`config.mk`:
```
export PLATFORM = sky130hd
export DESIGN_NAME = crc8_engine
export DESIGN_NICKNAME = d
export VERILOG_FILES = /design/src/rtl/rx_link_pkg.sv /design/src/rtl/crc8_engine.sv
export SDC_FILE = /design/constraint.sdc
export NUM_CORES = 1
export LEC_CHECK = 0
export BUFFER_PORTS_ARGS = -buffer_cell sky130_fd_sc_hd__buf_2
export CORE_MARGIN = 4
export CORE_UTILIZATION = 48
export CTS_CLUSTER_DIAMETER = 40
export DETAILED_ROUTE_END_ITERATION = 16
export GPL_ROUTABILITY_DRIVEN = 0
export HOLD_SLACK_MARGIN = 0.03
export PLACE_DENSITY_LB_ADDON = 0.2
export SLEW_MARGIN = 20
export SYNTH_ARGS = -nofsm -noshare
export SYNTH_HDL_FRONTEND = slang
export SYNTH_SLANG_ARGS = --single-unit
```
`constraint.sdc`:
```
create_clock -name clk -period 1.7 [get_ports clk]
set_input_delay 0.34 -clock clk [delete_from_list [all_inputs] [get_ports clk]]
set_output_delay 0.34 -clock clk [all_outputs]
set_load 0.02 [all_outputs]
```
`src/rtl/rx_link_pkg.sv`:
```
`default_nettype none

package rx_link_pkg;

  // one received data byte
  typedef logic [7:0] byte_t;

  // crc register value
  typedef logic [7:0] crc_t;

  // x^8 + x^2 + x + 1, msb first, init zero
  localparam crc_t CRC_POLY = 8'h07;

  typedef enum logic [1:0]
  {
    LINK_IDLE  = 2'd0, // waiting for a locked frame start
    LINK_RECV  = 2'd1, // bytes going into buffer and crc
    LINK_CLOSE = 2'd2  // one cycle for the last crc update
  } link_state_t;

  typedef enum logic [1:0]
  {
    STAT_OK       = 2'd0,
    STAT_CRC_ERR  = 2'd1, // residue not zero
    STAT_RUNT     = 2'd2, // fewer than two bytes
    STAT_OVERFLOW = 2'd3  // more bytes than the buffer holds
  } frame_status_t;

endpackage

`default_nettype wire

```
`src/rtl/crc8_engine.sv`:
```
`timescale 1ns/100ps
`default_nettype none

module crc8_engine
(
  input  wire                  clk,
  input  wire                  reset,
  input  wire                  crc_init,
  input  wire                  crc_en,
  input  rx_link_pkg::byte_t   crc_byte,
  output rx_link_pkg::crc_t    crc
);

  import rx_link_pkg::*;

  crc_t crc_next;

  // eight shift steps of the serial divider, unrolled
  always_comb
  begin
    crc_next = crc ^ crc_byte;
    for (int i = 0; i < 8; i++)
    begin
      if (crc_next[7])
        crc_next = {crc_next[6:0], 1'b0} ^ CRC_POLY;
      else
        crc_next = {crc_next[6:0], 1'b0};
    end
  end

  always_ff @(posedge clk or posedge reset)
  begin
    if (reset)
      crc <= '0;
    else if (crc_init)
      crc <= '0; // init wins over update
    else if (crc_en)
      crc <= crc_next;
  end

endmodule

`default_nettype wire

```
# After elaboration in Yosys (flattened, before gate mapping)
# Index checks and enable logic that the tools add are counted.
# totals
in_bits	12
out_inout_bits	8
elab_cells	21
regBits	8
# op_classes
mux	10
reduce_logical	1
bitwise_logic	9
# op_table
op	n
2-to-1 mux 3 bit	8
NOT 3 bit	8
2-to-1 mux 8 bit	2
XOR 8 bit	1
nonzero test 2 bit	1

# Logic depth before layout (Yosys ltp)
# depth
word_depth	19
depth_mapped	4
depth_no_buf	4

# Worst setup path before layout
# Ideal clock, no wire load.
# synth_path
kind	register to register
startpoint	reg crc[6]
endpoint	reg crc[1]
setup_slack_ps	164
t_required_ps	1580
synth_period_minus_slack_ps	1536
path_buffers	0
stages_incl_launch_ff	4
setup_time_ps	120
arrival_ps	1416
cell_sequence	dfrtp_1 -> xnor2_2 -> xor3_1 -> a31o_1
# synth_via
elab_chain_cells	5
# synth_lines
item	line_no	text
from (decl)	crc8_engine.sv:11	output rx_link_pkg::crc_t crc
from (signal assigned)	crc8_engine.sv:38	crc <= crc_next;
XOR 8 bit	crc8_engine.sv:21	crc_next = crc ^ crc_byte;
2-to-1 mux 3 bit (2 in a row)	crc8_engine.sv:24	if (crc_next[7])
2-to-1 mux 8 bit	crc8_engine.sv:37	else if (crc_en)
2-to-1 mux 8 bit	crc8_engine.sv:35	else if (crc_init)
# Every way passes these cells. The select of a mux whose other input is x is not followed.
# A chain may end at the register's enable or synchronous reset.

# Worst setup path in the final report
# layout_path
startpoint	reg crc[6]
endpoint	reg crc[7]
# layout_via
elab_chain_cells	6
# layout_lines
item	line_no
XOR 8 bit *	crc8_engine.sv:21
2-to-1 mux 3 bit *	crc8_engine.sv:24
NOT 3 bit (no line)	--
2-to-1 mux 3 bit *	crc8_engine.sv:24
2-to-1 mux 8 bit *	crc8_engine.sv:37
2-to-1 mux 8 bit *	crc8_engine.sv:35
# Mark *: on every way between the ends. The rest lies on a longest branch, timed or not. The select of a mux whose other input is x is not followed.

==> results.json <==
{
  "netlist_area_um2": 643.1,
  "antenna_found_initial": 0,
  "io_buffers": 19,
  "grt_pass1_wl_um": 1849,
  "drt_iter0_markers": 10,
  "pwr-share-clk": 0.124,
  "synth.avg_cell_area_um2": 11.28,
  "path_clk_slew_ps": 60,
  "status": "completed",
  "path_cells": "xnor2_2 > xor3_1 > a21oi_1 > a31o_1",
  "switchingPower_mw": 0.4632,
  "num_rows": 12,
  "slew_headroom": 0.7255,
  "start_util": 0.5422,
  "grt_pass1_vias": 437,
  "yosysSeqAreaShare": 0.3113,
  "area_growth_pct": 19.26,
  "async_flop_share": 1.000,
  "clock-sinks": 8,
  "cts_hold_buf": 0,
  "fin_tns_setup_ps": 0,
  "worst-setup-path-type": "reg2reg",
  "p_leak_nw": 0.3854,
  "yosys.area.top_type": "dfrtp_1",
  "yosys-top-cells-area": "dfrtp_1, xor3_1, xnor2_1",
  "postCtsSetupRepairBufs": 0,
  "synth_top_area_share": 0.3113,
  "totalWireLength_um": 1124,
  "tightest_slew_ps": 409.7,
  "vias": 460,
  "dieArea_um2": 1990,
  "yosys_warnings": 0,
  "htreeDepth": 1,
  "final_net_count": 90,
  "fp.dieH_um": 44.61,
  "grt_start_max_net_pins": 17,
  "dieWidth_um": 44.61,
  "period_share": 0.9034,
  "finalClockSkew_ps": 0.4889,
  "hp-class": "in2async",
  "synth_edf_count": 0,
  "drcViolationCount": 0,
  "pwr-share-comb": 0.606,
  "slowest_delay_ps": 420,
  "peakVddDrop_v": 0.0007103,
  "coreArea_um2": 1186,
  "overflow": 0,
  "dpl.hpwl_um": 886.6,
  "drt-pass1-iter-count": 4,
  "ctsResizeCount": 0,
  "cts_tree": "yes",
  "ioPinCount": 20,
  "wl_per_cell_um": 12.49,
  "cts_buffers": 3,
  "rsz0062_at_grt": "false",
  "top_register": "crc",
  "crit_path_end_kind": "register",
  "diodes": 0,
  "swShare": 0.3883,
  "crit_required_ps": 1890,
  "top_regs": "crc (8)",
  "setup_violations": 0,
  "syn_inst": 57,
  "cp_max_fo": 4,
  "startpoint_type": "register",
  "yosysUniqueCellTypes": 15,
  "clk_latency_ps": 250,
  "ys.flop_type": "dfrtp_1",
  "cts_buffer_depth": 2,
  "internal-power_mw": 0.7297,
  "fmax_mhz": 651.2,
  "synth.most_common_cell": "xnor2_1",
  "grt_use_total": 0.1274,
  "cp.arrival_ps": 1730,
  "ant_nets": 0,
  "layout-drive-gt1-share": 0.3553,
  "p_per_area_nw_per_um2": 1555,
  "min_period_ps": 1536,
  "slowest_stage": "xor3_1",
  "root_buffer": "clkbuf_4",
  "drv_cap": 0,
  "largest_register_ffs": 8,
  "total_power_mw": 1.193,
  "synth_seq_cells": 8,
  "hold_viol": 0,
  "synthTopCellsByCount": "xnor2_1, dfrtp_1, nor2_1",
  "pwr-share-seq": 0.271,
  "vias_per_cell": 5.111,
  "syn_nets": 69,
  "slew_viol_final": 0
}
-- worst paths after layout --
| path | from | end | slack (ps) | cells past startpoint |
|---|---|---|---|---|
| setup / recovery | crc[6] | crc[7] | 160 | 4 |
| hold / removal | reset | crc[6] | 30 | 2 |
| setup reg to reg | crc[6] | crc[7] | 160 | 4 |
| hold reg to reg | crc[6] | crc[6] | 620 | 2 |
| max in group asynchronous | reset | crc[1] | 1430 | 2 |
| min in group clk | crc_init | crc[4] | 390 | 2 |
-- power groups by stage --
stage / registers (mW) / clock network, mW / logic [mW]
floorplan: 0.395 / 0 / 0.527
global placement: 0.322 / 0 / 0.720
detailed placement: 0.328 / 0 / 0.730
CTS: 0.324 / 0.149 / 0.733
global route: 0.337 / 0.161 / 0.785
finish: 0.323 / 0.147 / 0.722
-- metal layers --
layer,wire [µm],GRT usage
met4,4,0.03614
met2,540,0.2120
met5,0,0
met1,515,0.1662
met3,63,0.02439
-- logic make-up (layout without fill, tap and decap cells) --
logic type | count (synthesis) | count (layout) | synth area share
AO/OA/AOI/OAI | 12 | 12 | 0.1323
XOR/XNOR | 21 | 21 | 0.4475
buffers and inverters | 4 | 23 | 0.02334
flip-flops | 8 | 8 | 0.3113
AND/OR/NAND/NOR | 12 | 12 | 0.08560
-- cell type report --
cell class / instances / area, µm²
sequential: 8 / 200.2
multi-input combinational: 45 / 427.9
timing repair buffer: 19 / 95.09
tap: 14 / 17.52
clock buffer: 3 / 22.52
inverter: 1 / 3.754
fill: 102 / 419.2
-- per-stage QoR --
| step | hold WS [ps] | setup WS [ps] | util | cell area (µm²) | instances |
|---|---|---|---|---|---|
| final | 30.36 | 164.3 | 0.6466 | 767.0 | 90 |
| after global routing | 55.93 | 42.64 | 0.6466 | 767.0 | 90 |
| after CTS | 38.99 | 158.5 | 0.6466 | 767.0 | 90 |
| after detailed placement | 304.8 | 173.6 | 0.6276 | 744.5 | 87 |
| after global placement | 302.8 | 180.4 | 0.6276 | 744.5 | 87 |
| after floorplan | 155.7 | 164.4 | - | 643.1 | 57 |
-- cells in the final DEF, fill, tap and decap left out --
cell type / synthesis / routed
a211oi_1: 4 / 4
a21oi_1: 4 / 4
a31o_1: 3 / 3
a31o_2: 1 / 1
buf_2: 0 / 19
clkbuf_4: 0 / 3
dfrtp_1: 8 / 8
inv_1: 1 / 1
nand2b_1: 4 / 4
nor2_1: 8 / 8
xnor2_1: 10 / 10
xnor2_2: 3 / 3
xnor3_1: 1 / 1
xor2_1: 2 / 2
xor2_2: 1 / 1
xor3_1: 4 / 4
-- critical path: cells and delay by family, from the launching register on --
family / cells / cell delay [ps]
flops: 1 / 410
xor+xnor: 2 / 800
compound gates: 2 / 270
Note: power is estimated with default switching activity, not from simulation.
