==> config.mk <==
export PLATFORM = sky130hd
export DESIGN_NAME = rx_link_control
export DESIGN_NICKNAME = d
export VERILOG_FILES = /design/src/rtl/rx_link_pkg.sv /design/src/rtl/rx_link_control.sv
export SDC_FILE = /design/constraint.sdc
export NUM_CORES = 1
export LEC_CHECK = 0
export BUFFER_PORTS_ARGS = -buffer_cell sky130_fd_sc_hd__buf_2
export CORE_ASPECT_RATIO = 1.5
export CORE_MARGIN = 2
export CORE_UTILIZATION = 53
export CTS_BUF_LIST = sky130_fd_sc_hd__clkbuf_2
export DETAILED_ROUTE_END_ITERATION = 10
export PLACE_DENSITY = 0.86
export SLEW_MARGIN = 0
export SYNTH_ARGS = -nofsm -noshare
export SYNTH_HDL_FRONTEND = slang
export SYNTH_SLANG_ARGS = --single-unit
==> constraint.sdc <==
create_clock -name clk -period 3.21 [get_ports clk]
set_clock_uncertainty 0.1 [all_clocks]
set_input_delay 0.642 -clock clk [delete_from_list [all_inputs] [get_ports clk]]
set_output_delay 0.642 -clock clk [all_outputs]
set_load 0.01 [all_outputs]
==> src/rtl/rx_link_pkg.sv <==
`default_nettype none

package rx_link_pkg;

  // one received data byte
  typedef logic [7:0] byte_t;

  // crc register value
  typedef logic [7:0] crc_t;

  // x^8 + x^2 + x + 1, msb first, init zero
  localparam crc_t CRC_POLY = 8'h07;

  typedef enum logic [1:0]
  {
    LINK_IDLE  = 2'd0, // waiting for a locked frame start
    LINK_RECV  = 2'd1, // bytes going into buffer and crc
    LINK_CLOSE = 2'd2  // one cycle for the last crc update
  } link_state_t;

  typedef enum logic [1:0]
  {
    STAT_OK       = 2'd0,
    STAT_CRC_ERR  = 2'd1, // residue not zero
    STAT_RUNT     = 2'd2, // fewer than two bytes
    STAT_OVERFLOW = 2'd3  // more bytes than the buffer holds
  } frame_status_t;

endpackage

`default_nettype wire

==> src/rtl/rx_link_control.sv <==
`timescale 1ns/100ps
`default_nettype none

module rx_link_control
#(
  parameter int ADDR_W = 11
)
(
  input  wire                  clk,
  input  wire                  reset,
  input  wire                  phaselock,
  input  wire                  frame_start,
  input  wire                  frame_end,
  input  wire                  byte_valid,
  input  rx_link_pkg::byte_t   rx_byte,
  output logic                 rx_start,
  output logic                 rx_busy,
  output logic                 wen,
  output logic [ADDR_W-1:0]    waddr,
  output rx_link_pkg::byte_t   wdata,
  output logic                 crc_init,
  output logic                 crc_en,
  output rx_link_pkg::byte_t   crc_byte,
  output logic                 crc_end,
  output logic [ADDR_W:0]      byte_count,
  output logic                 overflow
);

  import rx_link_pkg::*;

  localparam logic [ADDR_W:0] DEPTH = 1 << ADDR_W;

  link_state_t state;

  always_ff @(posedge clk or posedge reset)
  begin
    if (reset)
    begin
      state      <= LINK_IDLE;
      rx_start   <= 1'b0;
      wen        <= 1'b0;
      crc_init   <= 1'b0;
      crc_en     <= 1'b0;
      crc_end    <= 1'b0;
      byte_count <= '0;
      overflow   <= 1'b0;
    end
    else
    begin
      rx_start <= 1'b0;
      wen      <= 1'b0;
      crc_init <= 1'b0;
      crc_en   <= 1'b0;
      crc_end  <= 1'b0;
      case (state)
        LINK_IDLE:
        begin
          if (frame_start && phaselock)
          begin
            state      <= LINK_RECV;
            rx_start   <= 1'b1;
            crc_init   <= 1'b1;
            byte_count <= '0;
            overflow   <= 1'b0;
          end
        end
        LINK_RECV:
        begin
          if (byte_valid)
          begin
            if (byte_count < DEPTH)
            begin
              wen        <= 1'b1;
              crc_en     <= 1'b1;
              byte_count <= byte_count + 1'b1;
            end
            else
              overflow <= 1'b1; // buffer full so the byte is dropped
          end
          if (frame_end)
          begin
            state   <= LINK_CLOSE;
            crc_end <= 1'b1; // high while in LINK_CLOSE
          end
        end
        LINK_CLOSE:
          state <= LINK_IDLE;
        default:
          state <= LINK_IDLE;
      endcase
    end
  end

  // payload held for the buffer write and the crc update
  always_ff @(posedge clk)
  begin
    if (state == LINK_RECV && byte_valid)
    begin
      waddr    <= byte_count[ADDR_W-1:0];
      wdata    <= rx_byte;
      crc_byte <= rx_byte;
    end
  end

  assign rx_busy = (state != LINK_IDLE);

  a_wen_in_recv: assert property (@(posedge clk) disable iff (reset)
    wen |-> state == LINK_RECV);

  a_crc_end_single: assert property (@(posedge clk) disable iff (reset)
    crc_end |=> !crc_end);

endmodule

`default_nettype wire

After elaboration in Yosys (flattened, before gate mapping)
Index checks and enable logic that the tools add are counted.

Output and inout port bits: 46. Bits in registers: 37. Logic and storage cells: 42. Bits of input ports: 14.

Magnitude comparators: 1. Add/subtract/negate cells: 1. Equal/unequal tests: 6. Muxes and demuxes: 18. Reductions and logical operators: 8.

Operators with widths (number): two-way mux 12 bit (3); case mux 12 bit (2 select lines) (1); adder 12 x 1 -> 12 bit (second input constant) (1); less-than comparator 12 bit (second input constant) (1); two-way mux 1 bit (10); inequality test 2 bit (second input constant) (5); AND reduction 4 bit (2); two-way mux 2 bit (2); case mux 2 bit (2 select lines) (1); nonzero test 2 bit (2); == test 2 x 1 -> 1 bit (second input constant) (1); logical AND 1 bit (2); zero test 2 bit (1); case mux 1 bit (2 select lines) (1); AND reduction 2 bit (1).

Longest topological paths before layout
Depth after elaboration: 4. Mapped depth: 6. Mapped depth without buffers: 6.

Worst setup path after synthesis
No wires, ideal clock.

Path type: input-to-reg. Start point: input port byte_valid. End point: register byte_count[9]. Path buffers: 1. Stages on the path: 5. Slack: 1.309 ns. Setup time: 0.078 ns. Required time: 3.032 ns. Data arrival time: 1.723 ns. Cells stage by stage: and4bb_1 > buf_6 > o2111ai_4 > or4_1 > a21oi_1.

Word-level cells in the longest chain between the ends: 2.

Ends and longest elaborated chain: from (decl) (RTL line rx_link_control.sv:14) `input wire byte_valid,`; inequality test 2 bit (no line); AND reduction 4 bit (no line); to (signal assigned) (RTL line rx_link_control.sv:75) `byte_count <= byte_count + 1'b1;`; to (decl) (RTL line rx_link_control.sv:25) `output logic [ADDR_W:0] byte_count,`.

No other way between the ends. A chain may end at the register's enable or synchronous reset.

Worst setup path in the final report
Start point: register state[0]. End point: register byte_count[9].

Word-level cells in the longest chain between the ends: 3. Elaborated cells between the ends (all ways): 8. Those cells by class: eq/ne (4); mux (1); reduce/logical (3).

Ends and longest elaborated chain: from (decl) (RTL line rx_link_control.sv:33) `link_state_t state;`; from (signal assigned) (RTL line rx_link_control.sv:39) `state <= LINK_IDLE;`; from (signal assigned) (RTL line rx_link_control.sv:60) `state <= LINK_RECV;`; from (signal assigned) (RTL line rx_link_control.sv:82) `state <= LINK_CLOSE;`; == test 2 x 1 -> 1 bit or zero test 2 bit (tied branches) (RTL line rx_link_control.sv:55) `case (state)`; inequality test 2 bit (no line) or nonzero test 2 bit (tied branches); AND reduction 4 bit (no line).

Several ways; a longest one is shown, not always the timed one.

==> qor.yml <==
reg2reg_slack_ns: 1.25
cp-start-kind: "register"
worstPathArrival_ns: 2.17
setup_viol: 0
cp.required_ns: 3.43
diodes: 0
path_cells: "nor2_2, nand3_2, clkinv_2, o2111ai_4, or4_1, a21oi_1"
synth-seq-area-share_pct: 68.2
vias: 1058
setup_tns_ns: 0
dpl.hpwl_um: 2030
grt_max_degree: 21
slowest_stage: "or4_1"
antenna_found_initial: 0
drc: 0
io_buffers: 59
ys_ff_latch: 37
power.leakage_nw: 0.852
cts_tree: "yes"
first_iter_violations: 33
start_util_pct: 55.9
final_common_cell: "buf_2"
stdcell_count: 202
root_buffer: "clkbuf_2"
synth_adder_area_share_pct: 0.836
synth-edff-count: 19
drive_gt1_share_pct: 44.2
wl_per_cell_um: 13.3
tightestPinTransition_ns: 0.879
final_net_count: 179
die-area_um2: 3270
rsz0062_at_grt: "false"
syn_inst: 110
synth_compound_area_share_pct: 9.62
synth_top_family_by_area: "simple AND/OR/NAND/NOR gates"
final_cell_area_um2: 1790
slew_viol_final: 0
fin_crit_sh_pct: 60.9
yosysUniqueCellTypes: 33
syn_nets: 125
layout_common_cells: "buf_2, edfxtp_1, dfrtp_1"
ctsHoldBuffers: 0
cts_num_sinks: 37
pin_count: 60
clockBufferDepth: 2
r2r_cells: 6
drt-pass1-iter-count: 3
cp_slowest_stage_delay_ns: 0.54
cts_made_buffers: 5
drt-total-wl_um: 2690
cts_setup_buffers: 0
clkTransAtPathRegs_ns: 0.17
fmax_mhz: 511
dieHeight_um: 69.1
cellPowerDensity_nw_per_um2: 458
via_per_inst: 5.24
grt_pass1_vias: 1032
place.gp.congestion: 0.814
slew_headroom_pct: 41.4
status: "complete, no violations"
hold_violations: 0
synthMuxAreaShare_pct: 0
dieWidth_um: 47.4
syn_to_final_growth_pct: 19.3
ir_worst_vdd_mv: 0.374
synth_ff_type: "edfxtp_1"
path_max_fanout: 17
h-tree-depth: 2
cap_viol_max_count: 0
yosysWarningCount: 0
insertion_delay_ns: 0.38
synth_area_um2: 1500
r2r-end: "byte_count[9]"
dpl_cell_area_um2: 1750
fillers: 207
worstPathBufferInverterCount: 1
dpl.cell_count: 194
cts_resized: 0
critPathKind: "register to register"
grt.overflow.total: 0
worstReg2RegStart: "state[0]"
crit_family: "simple AND/OR/NAND/NOR gates"
period_minus_slack_ns: 1.96
synth-simple-area-share_pct: 12.2
grt_pass1_wl_um: 4400
end_kind: "register"
grt_usage_pct: 19.1
synth_xor_area_share_pct: 1.76
hold_class: "input pin to asynchronous set/reset pin"
detail-route-antenna-nets: 0
rows: 23
synth-async-reset-ratio_pct: 48.6
core-area_um2: 2680
avgSynthCellArea_um2: 13.6
## worst register-to-register path: cells and delay by family, from the launching register on
family | cells | cell delay [ns]
AO/OA/AOI/OAI | 2 | 0.33
buffers and inverters | 1 | 0.21
flip-flops | 1 | 0.45
AND/OR/NAND/NOR | 3 | 0.82
## logic make-up (layout without fill, tap and decap cells)
logic type	Yosys count	in the layout
xor+xnor	3	3
simple gates	32	32
fa+ha+maj	1	1
compound gates	20	20
buf+inv	17	72
flops	37	37
## where the power goes
group / internal (mW) / switching (mW)
sequential: 0.524 / 0.0149
clock: 0.0476 / 0.142
combinational: 0.0333 / 0.0562
## layout make-up
| type | count | area (µm²) | area share (%) |
|---|---|---|---|
| Sequential cell | 37 | 1020 | 57.2 |
| Multi-Input combinational cell | 56 | 365 | 20.5 |
| Timing Repair Buffer | 59 | 295 | 16.5 |
| Tap cell | 37 | 46.3 | 2.59 |
| Clock buffer | 5 | 25.0 | 1.40 |
| Inverter | 5 | 20.0 | 1.12 |
| Clock inverter | 3 | 12.5 | 0.701 |
## worst max-delay path by stage
stage / start / end / slack, ns / cells after the start
after floorplan: byte_valid / byte_count[9] / 1.31 / 5
after detailed placement: byte_valid / byte_count[9] / 1.08 / 5
after global placement: byte_valid / byte_count[9] / 1.13 / 5
after global routing: state[0] / byte_count[9] / 1.14 / 6
after CTS: state[0] / byte_count[9] / 1.26 / 6
final: state[0] / byte_count[9] / 1.25 / 6
## state kept, by name, indices dropped and copies added, names as in the netlist
register and cells:
byte_count 12, waddr 11, crc_byte 8, state 2, crc_en 1, crc_end 1, crc_init 1, overflow 1
## routing by layer
layer,track usage [%],vias up,part of all wire (%)
met5,0,-,0
met4,11.1,0,3.1
met3,7.07,10,7.0
met2,31.2,50,54
met1,19.1,504,36
li1,-,494,-
## metrics by stage
step	hold slack (ns)	worst slack, ns	utilization [%]	total power [mW]
after floorplan	0.418	1.31	-	0.608
after detailed placement	0.390	1.08	65.3	0.640
after CTS	0.234	1.26	66.7	0.823
after global placement	0.397	1.13	65.3	0.636
after global routing	0.246	1.14	66.7	0.859
final	0.217	1.25	66.7	0.818
## synth_stat cells, drive strengths merged (2+ instances only)
cell type	number	area share, %
or3	4	1.8
o211ai	2	1.0
dfrtp	18	30
or2	2	0.84
inv	4	1.0
nor2	7	1.9
edfxtp	19	38
o21ai	7	2.3
and2	3	1.3
a21oi	5	1.7
xor2	2	1.2
or4	2	1.0
nand3	3	1.3
nand2	7	1.8
buf	11	5.8
o2111ai	2	2.3
No activity file was read; power rests on OpenSTA's default activity.
