$ cat src/rtl/rx_link_pkg.sv
`default_nettype none

package rx_link_pkg;

  // one received data byte
  typedef logic [7:0] byte_t;

  // crc register value
  typedef logic [7:0] crc_t;

  // x^8 + x^2 + x + 1, msb first, init zero
  localparam crc_t CRC_POLY = 8'h07;

  typedef enum logic [1:0]
  {
    LINK_IDLE  = 2'd0, // waiting for a locked frame start
    LINK_RECV  = 2'd1, // bytes going into buffer and crc
    LINK_CLOSE = 2'd2  // one cycle for the last crc update
  } link_state_t;

  typedef enum logic [1:0]
  {
    STAT_OK       = 2'd0,
    STAT_CRC_ERR  = 2'd1, // residue not zero
    STAT_RUNT     = 2'd2, // fewer than two bytes
    STAT_OVERFLOW = 2'd3  // more bytes than the buffer holds
  } frame_status_t;

endpackage

`default_nettype wire

$ cat src/rtl/frame_status.sv
`timescale 1ns/100ps
`default_nettype none

module frame_status
#(
  parameter int ADDR_W = 11
)
(
  input  wire                          clk,
  input  wire                          reset,
  input  wire                          crc_end,
  input  rx_link_pkg::crc_t            crc,
  input  wire [ADDR_W:0]               byte_count,
  input  wire                          overflow,
  output logic                         frame_done,
  output rx_link_pkg::frame_status_t   frame_status,
  output logic [ADDR_W:0]              frame_len
);

  import rx_link_pkg::*;

  frame_status_t status_next;

  always_comb
  begin
    if (overflow)
      status_next = STAT_OVERFLOW;
    else if (byte_count < 2)
      status_next = STAT_RUNT; // no room for data plus crc
    else if (crc != '0)
      status_next = STAT_CRC_ERR;
    else
      status_next = STAT_OK;
  end

  always_ff @(posedge clk or posedge reset)
  begin
    if (reset)
    begin
      frame_done   <= 1'b0;
      frame_status <= STAT_OK;
      frame_len    <= '0;
    end
    else
    begin
      frame_done <= crc_end;
      if (crc_end)
      begin
        frame_status <= status_next;
        frame_len    <= byte_count; // held until next frame
      end
    end
  end

endmodule

`default_nettype wire

$ cat config.mk
export PLATFORM = sky130hd
export DESIGN_NAME = frame_status
export DESIGN_NICKNAME = d
export VERILOG_FILES = /design/src/rtl/rx_link_pkg.sv /design/src/rtl/frame_status.sv
export SDC_FILE = /design/constraint.sdc
export NUM_CORES = 1
export LEC_CHECK = 0
export ABC_AREA = 0
export BUFFER_PORTS_ARGS = -buffer_cell sky130_fd_sc_hd__buf_2
export CAP_MARGIN = 20
export CORE_UTILIZATION = 43
export DETAILED_ROUTE_END_ITERATION = 8
export PLACE_DENSITY_LB_ADDON = 0.3
export RECOVER_POWER = 25
export SETUP_SLACK_MARGIN = 0.15
export SYNTH_ARGS = -nofsm -noshare
export SYNTH_HDL_FRONTEND = slang
export SYNTH_SLANG_ARGS = --single-unit
$ cat constraint.sdc
create_clock -name clk -period 2.1 [get_ports clk]
set_input_delay 0 -clock clk [delete_from_list [all_inputs] [get_ports clk]]
set_output_delay 0 -clock clk [all_outputs]
set_load 0.005 [all_outputs]
=== Word-level counts from Yosys, hierarchy flattened ===
Index checks and enable logic that the tools add are counted.

* Memories: 0
* Output and inout port bits: 15
* Logic and storage cells: 8
* Bits of input ports: 24
* Memory bits (writable): 0
* Memory bits (read-only): 0
* Register bits after elaboration: 15
* Latch bits: 0

* Equal/unequal tests: 0
* Reductions and logical operators: 1
* Div/mod/pow operators: 0
* Magnitude comparators: 1
* Multipliers: 0
* Bitwise logic cells: 0
* Shift operators: 0
* Mux-type cells: 3
* $add $sub $neg: 0

{| class="wikitable"
|+ Operator list
! operator !! count
|-
| 12-bit by 2-bit < comparator with 1-bit output (second input constant) || 1
|-
| 8-bit nonzero test || 1
|-
| 2-bit two-way mux || 2
|-
| 1-bit two-way mux || 1
|}

=== Longest topological paths before layout ===
Gate-level depths: netlist of the first run.

* Depth after elaboration: 4
* Depth in mapped cells: 4
* Depth with buffers taken out: 3

=== Worst setup path before layout of the first run ===
Ideal clock, no wire load.

* Kind: register to register
* Start point: register, netlist name frame_status[0]
* End point: register frame_status[0]
* Data arrival time: 655 ps
* Data required time: 1980 ps
* Setup slack: 1326 ps
* Clock period less this slack: 774 ps
* Cell stages (with the launch flop): 4
* Path buffers: 0
* Cell sequence: dfrtp_1 > nor2_1 > nor2_1 > a31o_1

{| class="wikitable"
|+ RTL lines
! element !! RTL line !! text
|-
| to (signal assigned) || frame_status.sv:49 || <nowiki>frame_status <= status_next;</nowiki>
|-
| to (decl) || frame_status.sv:16 || <nowiki>output rx_link_pkg::frame_status_t frame_status,</nowiki>
|}

=== Worst setup path in the final report of the first run ===
* Start point: input byte_count[7]
* End point: register frame_status[0]

* Longest elaborated chain between the ends: 3

{| class="wikitable"
|+ Ends and longest elaborated chain
! element !! RTL line !! text
|-
| from (decl) || frame_status.sv:13 || <nowiki>input wire [ADDR_W:0] byte_count,</nowiki>
|-
| 12-bit by 2-bit < comparator with 1-bit output || frame_status.sv:28 || <nowiki>else if (byte_count < 2)</nowiki>
|-
| 2-bit two-way mux || frame_status.sv:28 ||
|-
| 2-bit two-way mux || frame_status.sv:26 || <nowiki>if (overflow)</nowiki>
|}

No other way between the ends.
A chain may end at the register's enable or synchronous reset.

==> reports/results.tsv, run 1 <==
stage	metric	value	unit
critical_path	Worst Path Arrival	1.28	ns
synth	Seq/Total Area, Yosys	60.61	%
floorplanning	IO Pins	39	
synth	post-synthesis adder-cell area fraction	0	%
clock_tree	Post-CTS Setup Inserts	0	
critical_path	WP data required	2.28	ns
worst_hold_path	worst hold start	overflow	
critical_path	WS Path Type	in -> reg	
sta	Period Utilization, post-route	52.39	%
floorplanning	Site Rows	13	
critical_path	Startpoint Class	primary input	
synth	combinational family with the most area after synthesis	multiplexers	
global_route	largest net degree at the start of global routing	18	
global_route	initial antenna violation count	0	
floorplanning	core box area	1318	µm²
synth	number of synthesized register bits	15	
sta	skew final	0	ns
clock_tree	Root Buffer	clkbuf_4	
synth	share of the synthesized area in the top cell type	60.61	%
sta	# setup viols final	0	
clock_tree	CTS clock-pin slew for the worst setup and hold paths	0.09	ns
drt	Pre-antenna DRT Iters	1	
synth	Synth cell types	13	
sta	RSZ-0062 raised after global routing	false	
global_route	GRT Total Usage	20.38	%
sta	Slew @ Worst Pin	0.8001	ns
clock_tree	CTS tree	yes	
power	pwr dens	633.7	nW/µm²
layout	Total Nets Final	121	
place	Placer Congestion	0.6690	
global_route	GR Overflow Total	0	
sta	final worst path period need	1.100	ns
drt	total number of vias	525	
drt	Remaining DRCs	0	
floorplanning	Die Ht	39.95	µm
synth	Syn Inst Count	43	
sta	Max Transition Viols Final	0	
drt	max layer used	met4	
synth	multiplexer share of the synthesized area	21.82	%
drt	WL final	1.414	mm
synth	syn avg cell area	14.40	µm²
critical_path	Worst Setup End Kind	flip-flop	
global_route	global-route wire length before repair	1.959	mm
sta	Final Hold Fails	0	
synth	syn_nets	67	
synth	post-synthesis xor/xnor area fraction	0	%
clock_tree	CTS buffer count	3	
critical_path	CP Max Fanout	2	
drt	Vias/cell	4.730	
outcome	status	finished clean	
job	Max Cap Violations	0	
worst_hold_path	HP Class	in -> reg	
drt	DRT antenna net count	0	
synth	top cells by area, synth	dfrtp_1 (61%), mux2_2 (22%), nor4_2 (4.0%), buf_6 (3.6%), nor4_1 (2.0%)	
clock_tree	H-tree depth	1	
place	DP HPWL	960.5	µm
sta	relative slew slack	46.66	%
global_route	vias in the first global route	442	
drt	Wirelength per Cell	12.74	µm
layout	layout cells sized above 1	56.25	%
layout	synthesis-to-layout area growth	55.15	%
clock_tree	Worst-Skew Late Latency	0.28	ns
synth	Compound-Gate Fraction of Synth Area	2.222	%
layout	flip-flop and latch area	375.4	µm²
critical_path	Crit Reg-Reg Startpoint	frame_status[0]	
clock_tree	clock buffer depth	2	
layout	n_diodes	0	
synth	Synth Cell Area	619.3	µm²
critical_path	Critical Path Start	byte_count[7]	
floorplanning	Initial Util	47.01	%
sta	Setup TNS	0	ns
sta	f_max	0.9089	GHz
clock_tree	clock tree sinks	15	
layout	layout filler cell count	92	
synth	leading area contributor after synthesis	dfrtp_1	
synth	post-synthesis simple-gate area fraction	11.11	%
power	Leak	0.4552	nW
place	# port buffers	38	
place	placed instance area	805.8	µm²
drt	met3 wire len	74	µm
drt	WL met1	592	µm
drt	met2 routed WL	735	µm
layout	area of the multi-input gates	217.7	µm²
power	Peak VDD IR	0.3142	mV
layout	Finished Cell Area	960.9	µm²
drt	initial detailed-routing violation count	0	
synth	warning count from the yosys run	0	
floorplanning	chip width	39.95	µm
floorplanning	Die ar.	1596	µm²
cells in the mapped netlist:
master,instances
dfrtp_1,15
mux2_2,12
nor2_1,3
buf_6,2
nor4_1,2
nor4_2,2
a21oi_1,1
a31o_1,1
inv_1,1
nand2_1,1
nand3_1,1
nor2b_1,1
nor3_1,1
worst paths after layout:
kind                                   end  slack [ns]  cells past startpoint
max                        frame_status[0]         1.0                      5
min                        frame_status[1]        0.02                      3
max reg2reg                frame_status[0]        1.30                      3
min reg2reg                   frame_len[3]        0.51                      1
max in group asynchronous     frame_len[1]        1.42                      3
min in group asynchronous    frame_len[10]        0.32                      3
area by class of cell:
| type | count | share of cell area [%] |
|---|---|---|
| inverter | 1 | 0.3906 |
| timing repair buffer | 51 | 33.20 |
| tap | 15 | 1.953 |
| sequential | 15 | 39.06 |
| multi-input combinational | 25 | 22.66 |
| clock buffer | 4 | 2.734 |
cells by family after synthesis:
| kind of cell | Yosys count |
|---|---|
| AOI/OAI and AO/OA | 2 |
| buffers and inverters | 3 |
| DFF | 15 |
| muxes | 12 |
| and+or+nand+nor | 11 |
per-stage QoR:
| step | hold slack (ns) | power [mW] | setup WS, ns | utilization [%] | cells |
|---|---|---|---|---|---|
| floorplan | -0.09852 | 0.3785 | 1.326 | - | 43 |
| global placement | 0.07275 | 0.4291 | 1.239 | 61.16 | 94 |
| detailed placement | 0.08278 | 0.4326 | 1.214 | 61.16 | 94 |
| CTS | 0.01025 | 0.6160 | 0.9976 | 73.03 | 111 |
| global route | 0.01200 | 0.6427 | 0.8733 | 72.93 | 111 |
| finish | 0.02474 | 0.6089 | 0.9997 | 72.93 | 111 |
cell usage in the layout (no fill, tap or decap):
cell	synthesis	routed
buf_2	0	37
dfrtp_1	15	15
dlygate4sd3_1	0	13
mux2_2	12	12
nor2_1	3	3
clkbuf_4	0	3
nor4_2	2	2
nor4_1	2	2
clkbuf_1	0	2
nor3_1	1	1
nand3_1	1	1
nand2_1	1	1
nor2b_1	1	1
a31o_1	1	1
inv_1	1	1
a21oi_1	1	1
metal layers:
layer	vias to the layer above	global-route usage (%)
met5	-	0
met4	0	10.34
met3	2	8.333
met2	20	31.05
met1	241	24.64
li1	262	-
critical path: stages:
cell	delay, ns
dlygate4sd3_1	0.54
buf_2	0.14
nor4_2	0.25
nand3_1	0.12
a31o_1	0.22
repair_timing:
| action | CTS | global route |
|---|---|---|
| hold buffers | 13 | 0 |
| hold endpoints to repair | 27 | 0 |
| gates resized for setup | 0 | 0 |
report_power, final:
part           switching [mW]  total [mW]  internal (mW)
registers              0.0116       0.327          0.315
clock network          0.0909       0.165         0.0738
logic                  0.0451       0.117         0.0723
sequential cells by signal (all words and copies together) (netlist names):
| signal | flops |
|---|---|
| frame_len | 12 |
| frame_status | 2 |
| frame_done | 1 |
(Power assumes the default switching activity.)
==> run 2, diff against run 1 <==
- ABC_AREA: 0 -> 1
- CORE_UTILIZATION: 43 -> 36
- clock period: 2.1 -> 0.9 ns (I/O delays scaled with it)
==> reports/results.tsv, run 2 <==
stage	metric	value	unit
floorplanning	chip width	43.77	µm
sta	final worst path period need	0.8010	ns
layout	Total Nets Final	162	
critical_path	kind of cell adding the most delay to the critical path	flip-flops	
place	# port buffers	38	
drt	total number of vias	687	
critical_path	reg-to-reg critical path endpoint	frame_len[7]	
synth	Synth Flop Type	dfrtp_1	
job	Max Cap Violations	0	
critical_path	WS Path Type	reg -> out	
critical_path	WP data required	0.90	ns
synth	syn_nets	100	
critical_path	Critical path buffers and inverters	1	
critical_path	CP Max Fanout	2	
synth	share of the synthesized area in the top cell type	59.76	%
synth	EDFF count, synth	0	
clock_tree	H-tree depth	1	
synth	number of synthesized register bits	15	
sta	Period Utilization, post-route	89.00	%
critical_path	Worst Setup End Kind	output pin	
sta	skew final	0	ns
drt	DRT antenna net count	0	
clock_tree	CTS clock-pin slew for the worst setup and hold paths	0.08	ns
floorplanning	Initial Util	40.29	%
place	placed instance area	827.0	µm²
floorplanning	Die Ht	43.77	µm
power	pwr dens	1382	nW/µm²
clock_tree	CTS tree	yes	
power	Peak VDD IR	0.9100	mV
synth	Seq/Total Area, Yosys	59.76	%
global_route	vias in the first global route	646	
synth	Syn Inst Count	76	
critical_path	Startpoint Class	flip-flop	
layout	max reg flops	12	
synth	top cells by count, synth	nand2_1 (38), dfrtp_1 (15), nor2_1 (13)	
layout	Top Registers	frame_len: 12 flops, frame_status: 2 flops, frame_done: 1 flops	
clock_tree	Worst-Skew Late Latency	0.28	ns
drt	initial detailed-routing violation count	13	
critical_path	Crit Reg-Reg Startpoint	frame_len[7]	
global_route	GRT Total Usage	18.67	%
synth	Synth async-reset ratio	100.0	%
place	DP HPWL	991.5	µm
synth	warning count from the yosys run	0	
global_route	global-route wire length before repair	2.546	mm
drt	Pre-antenna DRT Iters	6	
layout	Most flops, register	frame_len	
layout	layout cells sized above 1	36.50	%
layout	most frequent cells in the layout	nand2_1 (38), buf_2 (37), dfrtp_1 (15)	
critical_path	Critical Path Start	frame_status[0]	
critical_path	stages on the worst setup path	1	
global_route	initial antenna violation count	0	
critical_path	Worst Path Arrival	0.80	ns
sta	Slew @ Worst Pin	0.6555	ns
outcome	status	finished with violations	
clock_tree	Root Buffer	clkbuf_4	
sta	f_max	1.248	GHz
floorplanning	core box area	1559	µm²
floorplanning	IO Pins	39	
synth	Synth Cell Area	628.1	µm²
critical_path	critical path's slowest cell	dfrtp_1	
drt	WL final	1.540	mm
layout	n_diodes	0	
layout	commonest non-fill, non-tap cell in the layout	nand2_1	
synth	Synth cell types	12	
sta	RSZ-0062 raised after global routing	true	
floorplanning	Die ar.	1916	µm²
drt	Remaining DRCs	3	
global_route	GR Overflow Total	0	
critical_path	reg2reg path depth	3	
critical_path	CP Capture Point	frame_status[0]	
critical_path	crit-path max cell delay	0.39	ns
layout	synthesis-to-layout area growth	64.34	%
critical_path	worst-path cell chain	buf_2	
layout	Final Non-Filler Cells	153	
synth	leading area contributor after synthesis	dfrtp_1	
power	Leak	0.5792	nW
layout	Finished Cell Area	1032	µm²
critical_path	R2R Setup Slk	0.18	ns
synth	syn avg cell area	8.265	µm²
worst_hold_path	HP Class	in -> reg	
sta	Final Hold Fails	0	
outcome	failing checks	DRC	
synth	count leader, synth	nand2_1	
sta	Setup TNS	0	ns
sta	# setup viols final	0	
sta	relative slew slack	56.06	%
place	Placer Congestion	0.7212	
place	Placed Instances	129	
global_route	largest net degree at the start of global routing	16	
sta	Max Transition Viols Final	0	
drt	Vias/cell	4.490	
synth	top cells by area, synth	dfrtp_1 (60%), nand2_1 (23%), nor2_1 (7.8%), buf_6 (1.8%), a21oi_2 (1.4%)	
clock_tree	clock buffer depth	2	
sta	Worst Hold Slack	0.006674	ns
floorplanning	Site Rows	14	
drt	Wirelength per Cell	10.07	µm
clock_tree	CTS buffer count	3	
clock_tree	clock tree sinks	15	
==> run 2: cell types whose count changed after synthesis, moves of 2 or more <==
| cell | change |
|---|---|
| mux2_2 | -12 |
| nand2_1 | +37 |
| nor2_1 | +10 |
| nor4_1 | -2 |
| nor4_2 | -2 |
==> run 2: routing by layer <==
layer	share of wire (%)	global-route usage (%)
met5	0	0
met4	2.6	11.25
met3	5.5	3.750
met2	49	32.84
met1	43	20.48
==> run 2: what timing repair did <==
item                       in CTS  in global routing
hold endpoints to repair       27                  0
resized for setup               0                  1
hold buffers                   13                  0
setup endpoints to repair      15                 30
setup buffers                   3                  4
==> run 2: layout make-up <==
class	count	area (µm²)
inverters	3	12.51
well taps	16	20.02
repair buffers	59	375.4
multi-input cells	56	222.7
flip-flops and latches	15	375.4
clock buffers	4	26.28
fillers	147	526.8
==> run 2: power by group <==
group	switching (mW)	total, mW	leakage (nW)	internal [mW]
Combinational	0.129	0.299	0.386	0.170
Sequential	0.0236	0.751	0.178	0.727
Clock	0.205	0.377	0.0150	0.172
Total	0.358	1.43	0.579	1.07
==> run 2: kinds of logic after synthesis <==
logic type	Yosys count	synth area share, %
AO/OA/AOI/OAI	3	2.987
buffers and inverters	5	4.781
AND/OR/NAND/NOR	53	32.47
flip-flops	15	59.76
==> run 2: worst min-delay path by stage <==
stage / slack (ns) / to / cells after the start / startpoint
after floorplan: -0.1 / frame_done / 1 / reset
after global placement: 0.07 / frame_len[9] / 2 / reset
after detailed placement: 0.07 / frame_len[9] / 2 / reset
after CTS: 0.006 / frame_status[0] / 3 / overflow
after global routing: 0.02 / frame_status[0] / 3 / overflow
final: 0.007 / frame_status[0] / 3 / overflow
==> run 2: stage by stage <==
stage               power [mW]  setup WS [ns]  utilization [%]
global placement        0.9754         0.2384            53.05
finish                   1.427        0.09896            66.21
detailed placement      0.9805         0.2308            53.05
floorplan               0.8593         0.2708                -
CTS                      1.412        0.08766            64.53
global route             1.505        0.06823            66.21
==> run 3, diff against run 2 <==
- CORE_ASPECT_RATIO: not set -> 0.9
- PLACE_DENSITY_LB_ADDON: 0.3 -> 0.1
==> reports/results.tsv, run 3 (same netlist as run 2, synthesis figures left out) <==
stage	metric	value	unit
critical_path	Worst Path Arrival	0.80	ns
drt	initial detailed-routing violation count	3	
critical_path	kind of cell adding the most delay to the critical path	flip-flops	
sta	relative slew slack	56.89	%
global_route	vias in the first global route	606	
global_route	initial antenna violation count	0	
global_route	largest net degree at the start of global routing	16	
drt	Pre-antenna DRT Iters	3	
sta	Max Transition Viols Final	0	
clock_tree	CTS clock-pin slew for the worst setup and hold paths	0.08	ns
critical_path	crit-path max cell delay	0.39	ns
critical_path	reg2reg path depth	3	
critical_path	worst-path cell chain	buf_2	
clock_tree	clock buffer depth	2	
floorplanning	Initial Util	41.08	%
critical_path	CP Max Fanout	2	
place	# port buffers	38	
layout	Final Non-Filler Cells	154	
clock_tree	clock tree sinks	15	
clock_tree	Root Buffer	clkbuf_4	
drt	Wirelength per Cell	10.20	µm
layout	Most flops, register	frame_len	
floorplanning	chip width	46.03	µm
sta	final worst path period need	0.7976	ns
sta	Final Hold Fails	0	
sta	RSZ-0062 raised after global routing	true	
drt	Vias/cell	4.390	
clock_tree	H-tree depth	1	
floorplanning	IO Pins	39	
power	Leak	0.5549	nW
sta	Setup TNS	0	ns
floorplanning	Die ar.	1916	µm²
drt	DRT antenna net count	0	
drt	WL final	1.571	mm
floorplanning	core box area	1529	µm²
floorplanning	Site Rows	13	
place	placed instance area	834.6	µm²
drt	Remaining DRCs	0	
clock_tree	CTS buffer count	3	
worst_hold_path	hold-critical path depth	3	
critical_path	Critical path buffers and inverters	1	
layout	Finished Cell Area	1005	µm²
critical_path	critical path's slowest cell	dfrtp_1	
layout	most frequent cells in the layout	nand2_1 (37), buf_2 (37), dfrtp_1 (15)	
job	Max Cap Violations	0	
layout	Top Registers	frame_len: 12 flops, frame_status: 2 flops, frame_done: 1 flops	
drt	total number of vias	676	
place	DP HPWL	1.051	mm
place	Placer Congestion	0.6638	
sta	Period Utilization, post-route	88.63	%
sta	f_max	1.254	GHz
outcome	status	finished clean	
layout	max reg flops	12	
worst_hold_path	HP Class	in -> reg	
critical_path	Startpoint Class	flip-flop	
layout	Total Nets Final	157	
sta	Slew @ Worst Pin	0.6431	ns
clock_tree	Worst-Skew Late Latency	0.27	ns
sta	Worst Hold Slack	0.01098	ns
clock_tree	CTS tree	yes	
sta	# setup viols final	0	
critical_path	WS Path Type	reg -> out	
floorplanning	Die Ht	41.63	µm
sta	skew final	0	ns
layout	synthesis-to-layout area growth	59.96	%
critical_path	WP data required	0.90	ns
global_route	global-route wire length before repair	2.490	mm
place	Placed Instances	135	
global_route	GR Overflow Total	0	
power	Peak VDD IR	0.9359	mV
layout	n_diodes	0	
power	pwr dens	1388	nW/µm²
layout	layout cells sized above 1	34.85	%
critical_path	Worst Setup End Kind	output pin	
global_route	GRT Total Usage	18.19	%
critical_path	stages on the worst setup path	1	
## run 3: cell count changes in the layout (fill, tap and decap cells not counted), sizes merged
cell  before  now
buf       44   39
## run 3: layout make-up
cell class                      instances  area, µm²
Fill cell                             159      524.3
Sequential cell                        15      375.4
Timing Repair Buffer                   54      337.8
Multi-Input combinational cell         56      225.2
Tap cell                               22      27.53
Clock buffer                            4      26.28
Inverter                                3      12.51
## run 3: worst paths after layout
path | endpoint | startpoint | slack (ns)
max | frame_len[1] | frame_len[1] | 0.10
max reg2reg | frame_len[9] | frame_len[9] | 0.15
min in group asynchronous | frame_len[11] | reset | 0.30
min | frame_status[0] | overflow | 0.01
min reg2reg | frame_len[8] | frame_len[8] | 0.47
max in group asynchronous | frame_len[8] | reset | 0.26
## run 3: metrics by stage
step / worst slack (ns) / power [mW] / util (%)
3_5_place_dp: 0.2009 / 0.9834 / 54.58
5_1_grt: 0.06603 / 1.477 / 65.71
4_1_cts: 0.08579 / 1.405 / 65.30
2_1_floorplan: 0.2708 / 0.8593 / -
3_3_place_gp: 0.2164 / 0.9765 / 54.58
6_report: 0.1024 / 1.395 / 65.71
## run 3: repair_timing
| item | in CTS | in global routing |
|---|---|---|
| hold buffers | 13 | 0 |
| gates resized for setup | 0 | 2 |
| hold endpoints to repair | 27 | 0 |
| pin swaps | 0 | 1 |
| gates cloned | 0 | 0 |
| buffers inserted | 1 | 1 |
| setup endpoints to repair | 15 | 31 |
## run 3: worst reg2reg max path, delay by kind of cell (launching register included)
family / cells / cell delay (ns)
buffers and inverters: 1 / 0.14
DFF: 1 / 0.39
and+or+nand+nor: 2 / 0.12
## run 3: report_power, final
group / internal, mW / switching [mW] / total, mW
Combinational: 0.148 / 0.124 / 0.272
Sequential: 0.727 / 0.0262 / 0.754
Clock: 0.172 / 0.198 / 0.369
## run 3: metal layers
metal  share of wire [%]  vias up  track usage [%]  wire length (µm)
li1                    -      342                -                 -
met1                  45      309            22.95               705
met2                  49       23            29.58               767
met3                 5.2        2            2.609                82
met4                0.95        0            8.824                15
met5                   0        -                0                 0
